<file path="config.mk">
export PLATFORM = sky130hd
export DESIGN_NAME = bicubic_row_filter
export DESIGN_NICKNAME = d
export VERILOG_FILES = /design/src/hw/bicubic_pkg.sv /design/src/hw/tap_if.sv /design/src/hw/bicubic_mult_stage1.sv /design/src/hw/bicubic_output_stage.sv /design/src/hw/bicubic_row_filter.sv /design/src/hw/bicubic_vector_mult_stage1.sv /design/src/hw/bicubic_weight_regs.sv /design/src/hw/tap_fifo.sv /design/src/hw/tap_window.sv
export VERILOG_INCLUDE_DIRS = /design/src /design/src/hw
export SDC_FILE = /design/constraint.sdc
export NUM_CORES = 1
export LEC_CHECK = 0
export BUFFER_PORTS_ARGS = -buffer_cell sky130_fd_sc_hd__buf_4
export CORE_UTILIZATION = 40
export DETAILED_ROUTE_END_ITERATION = 12
export GPL_TIMING_DRIVEN = 0
export SYNTH_ARGS = -nofsm -noshare
export SYNTH_HDL_FRONTEND = slang
export SYNTH_SLANG_ARGS = --single-unit
export TNS_END_PERCENT = 10
</file>
<file path="constraint.sdc">
create_clock -name clk -period 4.1 [get_ports clk]
set_input_delay 0.41 -clock clk [delete_from_list [all_inputs] [get_ports clk]]
set_output_delay 0.41 -clock clk [all_outputs]
set_load 0.05 [all_outputs]
</file>
<file path="src/hw/bicubic_config.svh">
`ifndef BICUBIC_CONFIG_SVH
`define BICUBIC_CONFIG_SVH

// Sample and coefficient widths
`define BICUBIC_PIXEL_W    9
`define BICUBIC_WEIGHT_W   3

// Wide enough for four signed products plus growth
`define BICUBIC_PRODUCT_W  24

`define BICUBIC_FIFO_DEPTH 4  // Tap vectors, power of two

`endif

</file>
<file path="src/hw/bicubic_pkg.sv">
`include "bicubic_config.svh"

package bicubic_pkg;

    typedef logic signed [`BICUBIC_PIXEL_W-1:0]   pixel_t;
    typedef logic signed [`BICUBIC_WEIGHT_W-1:0]  weight_t;
    typedef logic signed [`BICUBIC_PRODUCT_W-1:0] product_t;

    // p1 is the oldest sample of the window
    typedef struct packed {
        pixel_t p4;
        pixel_t p3;
        pixel_t p2;
        pixel_t p1;
    } tap_vector_t;

    // w1 lands in the low bits of the APB word
    typedef struct packed {
        weight_t w4;
        weight_t w3;
        weight_t w2;
        weight_t w1;
    } weight_vector_t;

endpackage

</file>
<file path="src/hw/tap_if.sv">
`timescale 1ns/1ns

interface tap_if;
    import bicubic_pkg::*;

    logic        valid;
    logic        ready;
    tap_vector_t taps;  // Held while valid and not ready

    modport producer (
        output valid,
        output taps,
        input  ready
    );

    modport consumer (
        input  valid,
        input  taps,
        output ready
    );

endinterface

</file>
<file path="src/hw/bicubic_mult_stage1.sv">
`timescale 1ns/1ns
`include "bicubic_config.svh"

module bicubic_mult_stage1 #(
    parameter INTER_PRODUCT_WIDTH = 24
) (
    input  logic                           clk,
    input  logic                           ena,
    input  logic [`BICUBIC_WEIGHT_W-1:0]   weight,
    input  logic [`BICUBIC_PIXEL_W-1:0]    pixel,
    output logic [INTER_PRODUCT_WIDTH-1:0] product
);

    localparam int FULL_W = `BICUBIC_WEIGHT_W + `BICUBIC_PIXEL_W;

    logic signed [FULL_W-1:0] full;

    assign full = $signed(weight) * $signed(pixel);

    // Holds the last product while disabled
    always_ff @(posedge clk) begin
        if (ena)
            product <= {{(INTER_PRODUCT_WIDTH - FULL_W){full[FULL_W-1]}}, full};
    end

endmodule

</file>
<file path="src/hw/bicubic_output_stage.sv">
`timescale 1ns/1ns

module bicubic_output_stage (
    input  logic                        clk,
    input  logic                        reset,
    tap_if.consumer                     taps_in,
    input  bicubic_pkg::weight_vector_t weights,
    output logic                        out_valid,
    input  logic                        out_ready,
    output bicubic_pkg::product_t       inner_product
);
    import bicubic_pkg::*;

    logic ena;

    // Take a vector when the result slot is free or draining
    assign taps_in.ready = !out_valid || out_ready;
    assign ena           = taps_in.valid && taps_in.ready;

    always_ff @(posedge clk) begin
        if (reset)
            out_valid <= 1'b0;
        else if (ena)
            out_valid <= 1'b1;
        else if (out_ready)
            out_valid <= 1'b0;
    end

    // Product registers hold the result while stalled
    bicubic_vector_mult_stage1 #(
        .INTER_PRODUCT_WIDTH ($bits(product_t))
    ) u_vector_mult (
        .clk           (clk),
        .ena           (ena),
        .weight_1      (weights.w1),
        .pixel_1       (taps_in.taps.p1),
        .weight_2      (weights.w2),
        .pixel_2       (taps_in.taps.p2),
        .weight_3      (weights.w3),
        .pixel_3       (taps_in.taps.p3),
        .weight_4      (weights.w4),
        .pixel_4       (taps_in.taps.p4),
        .inner_product (inner_product)
    );

endmodule

</file>
<file path="src/hw/bicubic_row_filter.sv">
`timescale 1ns/1ns
`include "bicubic_config.svh"

module bicubic_row_filter (
    input  logic                  clk,
    input  logic                  reset,
    input  logic                  psel,
    input  logic                  penable,
    input  logic                  pwrite,
    input  logic [3:0]            paddr,
    input  logic [31:0]           pwdata,
    output logic [31:0]           prdata,
    output logic                  pready,
    output logic                  pslverr,
    input  logic                  sample_valid,
    output logic                  sample_ready,
    input  bicubic_pkg::pixel_t   sample,
    input  logic                  row_start,
    output logic                  out_valid,
    input  logic                  out_ready,
    output bicubic_pkg::product_t inner_product
);
    import bicubic_pkg::*;

    weight_vector_t weights;

    tap_if win_to_fifo ();
    tap_if fifo_to_out ();

    bicubic_weight_regs u_regs (
        .clk     (clk),
        .reset   (reset),
        .psel    (psel),
        .penable (penable),
        .pwrite  (pwrite),
        .paddr   (paddr),
        .pwdata  (pwdata),
        .prdata  (prdata),
        .pready  (pready),
        .pslverr (pslverr),
        .weights (weights)
    );

    tap_window u_window (
        .clk          (clk),
        .reset        (reset),
        .sample_valid (sample_valid),
        .row_start    (row_start),
        .sample       (sample),
        .sample_ready (sample_ready),
        .taps_out     (win_to_fifo.producer)
    );

    tap_fifo #(.DEPTH(`BICUBIC_FIFO_DEPTH)) u_fifo (
        .clk   (clk),
        .reset (reset),
        .wr    (win_to_fifo.consumer),
        .rd    (fifo_to_out.producer)
    );

    bicubic_output_stage u_out (
        .clk           (clk),
        .reset         (reset),
        .taps_in       (fifo_to_out.consumer),
        .weights       (weights),
        .out_valid     (out_valid),
        .out_ready     (out_ready),
        .inner_product (inner_product)
    );

endmodule

</file>
<file path="src/hw/bicubic_vector_mult_stage1.sv">
`timescale 1ns/1ns
`include "bicubic_config.svh"

module bicubic_vector_mult_stage1 #(
    parameter INTER_PRODUCT_WIDTH = 24
) (
    input  logic                           clk,
    input  logic                           ena,
    input  logic [`BICUBIC_WEIGHT_W-1:0]   weight_1,
    input  logic [`BICUBIC_PIXEL_W-1:0]    pixel_1,
    input  logic [`BICUBIC_WEIGHT_W-1:0]   weight_2,
    input  logic [`BICUBIC_PIXEL_W-1:0]    pixel_2,
    input  logic [`BICUBIC_WEIGHT_W-1:0]   weight_3,
    input  logic [`BICUBIC_PIXEL_W-1:0]    pixel_3,
    input  logic [`BICUBIC_WEIGHT_W-1:0]   weight_4,
    input  logic [`BICUBIC_PIXEL_W-1:0]    pixel_4,
    output logic [INTER_PRODUCT_WIDTH-1:0] inner_product
);

    localparam int WW = `BICUBIC_WEIGHT_W;
    localparam int PW = `BICUBIC_PIXEL_W;

    logic [4*WW-1:0]                weight_bus;
    logic [4*PW-1:0]                pixel_bus;
    logic [INTER_PRODUCT_WIDTH-1:0] product [4];
    logic [INTER_PRODUCT_WIDTH-1:0] sum_lo;
    logic [INTER_PRODUCT_WIDTH-1:0] sum_hi;

    assign weight_bus = {weight_4, weight_3, weight_2, weight_1};
    assign pixel_bus  = {pixel_4, pixel_3, pixel_2, pixel_1};

    for (genvar i = 0; i < 4; i++) begin : g_mult
        bicubic_mult_stage1 #(.INTER_PRODUCT_WIDTH(INTER_PRODUCT_WIDTH)) u_mult (
            .clk     (clk),
            .ena     (ena),
            .weight  (weight_bus[i*WW +: WW]),
            .pixel   (pixel_bus[i*PW +: PW]),
            .product (product[i])
        );
    end

    // Two-level adder tree after the product registers
    assign sum_lo        = product[0] + product[1];
    assign sum_hi        = product[2] + product[3];
    assign inner_product = sum_lo + sum_hi;

endmodule

</file>
<file path="src/hw/bicubic_weight_regs.sv">
`timescale 1ns/1ns

module bicubic_weight_regs (
    input  logic                        clk,
    input  logic                        reset,
    input  logic                        psel,
    input  logic                        penable,
    input  logic                        pwrite,
    input  logic [3:0]                  paddr,
    input  logic [31:0]                 pwdata,
    output logic [31:0]                 prdata,
    output logic                        pready,
    output logic                        pslverr,
    output bicubic_pkg::weight_vector_t weights
);

    logic access;
    logic addr_hit;
    logic [31:0] weight_word;

    assign access   = psel && penable;
    assign addr_hit = (paddr == 4'd0);

    // No wait states
    assign pready  = access;
    assign pslverr = access && !addr_hit;

    assign weight_word = {{(32 - $bits(weights)){1'b0}}, weights};
    assign prdata      = (psel && addr_hit) ? weight_word : 32'd0;

    always_ff @(posedge clk) begin
        if (reset) begin
            weights <= '0;
        end else if (access && pwrite && addr_hit) begin
            weights <= pwdata[$bits(weights)-1:0];  // Upper bits dropped
        end
    end

endmodule

</file>
<file path="src/hw/tap_fifo.sv">
`timescale 1ns/1ns

module tap_fifo #(
    parameter int DEPTH = 4
) (
    input  logic    clk,
    input  logic    reset,
    tap_if.consumer wr,
    tap_if.producer rd
);
    import bicubic_pkg::*;

    localparam int PTR_W = $clog2(DEPTH);

    tap_vector_t      mem [DEPTH];
    logic [PTR_W-1:0] wr_ptr;
    logic [PTR_W-1:0] rd_ptr;
    logic [PTR_W:0]   fill;
    logic             push;
    logic             pop;

    assign wr.ready = (fill != DEPTH[PTR_W:0]);
    assign rd.valid = (fill != '0);
    assign rd.taps  = mem[rd_ptr];  // Head entry, stable until popped

    assign push = wr.valid && wr.ready;
    assign pop  = rd.valid && rd.ready;

    always_ff @(posedge clk) begin
        if (reset) begin
            wr_ptr <= '0;
            rd_ptr <= '0;
            fill   <= '0;
        end else begin
            if (push)
                wr_ptr <= wr_ptr + 1'b1;  // Wraps at DEPTH
            if (pop)
                rd_ptr <= rd_ptr + 1'b1;
            if (push && !pop)
                fill <= fill + 1'b1;
            else if (pop && !push)
                fill <= fill - 1'b1;
        end
    end

    always_ff @(posedge clk) begin
        if (push)
            mem[wr_ptr] <= wr.taps;
    end

endmodule

</file>
<file path="src/hw/tap_window.sv">
`timescale 1ns/1ns

module tap_window (
    input  logic                clk,
    input  logic                reset,
    input  logic                sample_valid,
    input  logic                row_start,
    input  bicubic_pkg::pixel_t sample,
    output logic                sample_ready,
    tap_if.producer             taps_out
);
    import bicubic_pkg::*;

    tap_vector_t window;
    logic [2:0]  count;       // Samples seen this row, stops at 4
    logic [2:0]  count_next;
    logic        vec_valid;
    logic        accept;

    // Stall while a finished vector has not been taken
    assign sample_ready = !vec_valid || taps_out.ready;
    assign accept       = sample_valid && sample_ready;

    always_comb begin
        if (row_start)
            count_next = 3'd1;
        else if (count == 3'd4)
            count_next = 3'd4;
        else
            count_next = count + 3'd1;
    end

    always_ff @(posedge clk) begin
        if (reset) begin
            count     <= 3'd0;
            vec_valid <= 1'b0;
        end else if (accept) begin
            count     <= count_next;
            vec_valid <= (count_next == 3'd4);
        end else if (taps_out.ready) begin
            vec_valid <= 1'b0;
        end
    end

    // Stale entries after a row start are pushed out before count reaches 4
    always_ff @(posedge clk) begin
        if (accept) begin
            window.p1 <= window.p2;
            window.p2 <= window.p3;
            window.p3 <= window.p4;
            window.p4 <= sample;
        end
    end

    assign taps_out.valid = vec_valid;
    assign taps_out.taps  = window;

endmodule

</file>
==> summary.md <==
| Metric | Value |
|---|---|
| Final hold violation count | 0 |
| Max-slew headroom | approximately 53% |
| Largest net degree at the start of global routing | 32 |
| Clk sinks | 254 |
| Post-route ant nets | 0 |
| Syn-to-layout area delta | 17.9% |
| Worst Setup End Kind | output pin |
| Ys async rst share | 0% |
| Worst min path class | primary input to flop |
| Drt pass-1 iters | 4 |
| Synth top area share | between 40% and 50% |
| Synth Warn # | 0 |
| Routability cong. | ~0.82 |
| Number of H-tree levels | 1 |
| Vias in the first global route | a little under 8,000 |
| Multi-input logic area | roughly 5800 um^2 |
| WHS | approximately 0.044 ns |
| Diodes inserted | 0 |
| Width of the die | roughly 190 um |
| Clock Latency Late Sink | between 0.5 and 0.6 ns |
| Violated checks | negative setup slack |
| Startpoint Class | flop |
| Kind of critical path | flop to output pin |
| Routed Wire Length | 26,000 um |
| Die H | approximately 190 um |
| CTS tree | done |
| Synth Instances | 1,000 |
| Fillers | a little under 3,000 |
| FP Rows | 67 |
| Post-layout nets | 1,341 |
| Initial core utilization | between 40 and 50% |
| Top cell type by total area after synthesis | edfxtp_1 |
| CP required | 3.69 ns |
| Top sig layer | met4 |
| WL met3 | ~880 um |
| Tightest Pin Transition | between 0.7 and 0.8 ns |
| CP max FO | 11 |
| Ports | between 100 and 150 |
| Wire length per cell | 16.3 um |
| Largest family of logic cells by synthesized area | adder cells |
| Period Utilization, post-route | 105% |
| RSZ-0062 raised after global routing | true |
| Cell area after layout | 16,300 um^2 |
| Seq/Total Area, Yosys | 53.4% |
| First-pass GRT wire length | between 40,000 and 50,000 um |
| Placed Area | about 15,000 um^2 |
| Mux contribution to synthesized area | 7.05% |
| Final setup vio count | 15 |
| Synth Area in Compound Gates | around 4.5% |
| Die area | ~35,000 um^2 |
| Yosys cell types | 53 |
| CTS root buffer | clkbuf_16 |
| CTS buffer count | 27 |
| Iteration-0 DRC Markers | between 300 and 400 |
| Ys flop type | edfxtp_1 |
| Synth Cell Area | 13,800 um^2 |
| Register area | 7370 um^2 |
| Number of synthesized flops with an enable pin | approximately 230 |
| Setup Skew | 0.00897 ns |
| Residual DRC | 0 |
| Max cap viols | 0 |
| Synth Area in XOR/XNOR | between 2 and 3% |
| Met1 Wirelength | roughly 12,000 um |
| Max Clk Rate | between 0.2 and 0.25 GHz |
| Routed vias/inst | roughly 4.7 |
| IO Port Bufs | 71 |
| Slew Limit Fails | 0 |
| Pre-CTS setup slack | -0.611 ns |
| Antenna violations before repair | 0 |
| Setup ws final | -0.198 ns |
| Synthesized area per cell | 13.8 um^2 |
| Detailed-route via count | approximately 7,600 |
| GRT Residual Overflow | 0 |
| DP Wirelength | 19,400 um |
| CTS clk-pin slew, worst paths | 0.06 ns |
| Status | finished, violations left |
| Top post-synthesis cells by area | edfxtp_1 50%, fa_1 9.6%, ha_1 8.3% |
| Post-synthesis adder-cell area fraction | 17.9% |
| Clock Path Buffers | 3 |
| WL met2 | ~12,000 um |
| Tmin final | approximately 4.3 ns |
| Gr usage total | 15.2% |
| Count of state elements after synthesis | about 250 |
| Post-synthesis simple-gate area fraction | around 8.3% |
| CP Data Arrival Time | just under 4 ns |
| Core footprint | roughly 34,000 um^2 |
| Layout cells sized above 1 | around a fifth |
-- critical path, stage by stage, from the launching register on --
cell      delay (ns)
edfxtp_1        0.38
inv_2           0.08
fa_2            0.47
fa_1            0.49
inv_1           0.04
ha_2            0.19
inv_2           0.05
fa_2            0.22
nor2b_4         0.05
o31a_4          0.30
o311ai_4        0.27
mux2i_2         0.30
a311oi_4        0.05
buf_6           0.17
buf_4           0.13
buf_8           0.14
-- Yosys cell counts, types with 2 or more instances --
cell / instances
xnor2_1: 37
and3_1: 13
edfxtp_1: 228
nor3b_1: 2
or3_1: 3
a21o_1: 9
ha_1: 92
inv_1: 113
buf_1: 3
nand3_1: 2
o21ai_0: 26
nand2_1: 29
nand2b_1: 14
a21oi_1: 19
buf_4: 33
o41ai_1: 5
o21a_1: 3
a211oi_1: 14
mux2i_1: 15
o22ai_1: 2
o31ai_1: 2
nand3b_1: 2
mux4_2: 36
dfxtp_1: 26
nor3_1: 7
nor2_1: 75
and2_1: 59
clkbuf_1: 19
fa_1: 66
nor2b_1: 12
a31o_2: 2
buf_2: 2
xor2_1: 10
-- path summary, 6_finish.rpt --
check,start,slack [ns],depth (start not counted),endpoint
max,u_out.u_vector_mult.g_mult[1].u_mult.product[1],-0.20,15,inner_product[17]
min,sample[5],0.04,1,u_window.taps_out.taps[32]
max reg2reg,flop,0.07,13,u_out.u_vector_mult.g_mult[0].u_mult.product[11]
min reg2reg,u_window.taps_out.taps[7],0.49,0,u_fifo.mem[0][7]
-- final cells by class --
type                            instances  share of cell area (%)
Clock inverter                         19                   0.985
Clock buffer                           31                    4.37
Multi-Input combinational cell        592                    35.9
Inverter                              114                    2.63
Tap cell                              448                    3.45
Buffer                                 57                    2.49
Sequential cell                       254                    45.3
Timing Repair Buffer                   84                    4.81
-- cells in the final DEF (no fill, tap or decap), types with 6 or more instances in the layout --
cell and n:
a211oi_1 10, a21o_1 9, a21oi_1 17, and2_1 55
and3_1 13, buf_12 8, buf_4 96, buf_6 13
clkbuf_1 17, clkbuf_16 27, clkinv_1 6, clkinv_2 9
conb_1 20, dfxtp_1 26, edfxtp_1 228, fa_1 61
ha_1 89, inv_1 110, mux2i_1 14, mux4_2 36
nand2_1 29, nand2b_1 12, nor2_1 73, nor2b_1 12
nor3_1 7, o21ai_0 25, xnor2_1 37, xor2_1 10
-- registers in the layout (all words and copies together) (netlist names), named ones only --
register and count:
u_fifo.fill 3, u_window.taps_out.taps 36, u_window.taps_out.valid 1, u_fifo.rd_ptr 2, u_regs.weights 12, u_fifo.wr_ptr 2
u_window.count 3, u_out.u_vector_mult.g_mult.u_mult.product 48, u_fifo.mem 144, u_out.out_valid 1
-- cell families (layout without fill, tap and decap cells) --
logic type	Yosys count	in the layout
flops	254	254
simple gates	223	223
mux	52	52
xor+xnor	47	47
other cells	1	20
fa+ha+maj	158	158
buf+inv	173	305
compound gates	92	92
-- repair_timing --
item                                    CTS  global route
pin swaps                                 2             2
resized for setup                        38            20
buffers inserted                          6             0
endpoints found under the setup margin   35            26
hold buffers                              0             0
-- layer usage --
layer  vias up  track usage, %
met2       127            25.6
met1      3656            20.9
met3        35            1.98
met4         0            3.69
li1       3737               -
met5         -               0
-- stage by stage --
| step | std cells | TNS, ns | utilization [%] |
|---|---|---|---|
| floorplan | 1019 | -0.674 | - |
| global placement | 1538 | -40.03 | 44.4 |
| detailed placement | 1545 | -5.07 | 44.9 |
| CTS | 1601 | -2.85 | 48.0 |
| global route | 1599 | -4.56 | 48.2 |
| finish | 1599 | -2.40 | 48.2 |
Power is not shown: default switching activity piles up to over one toggle a cycle in this logic, so the estimate is an artifact.
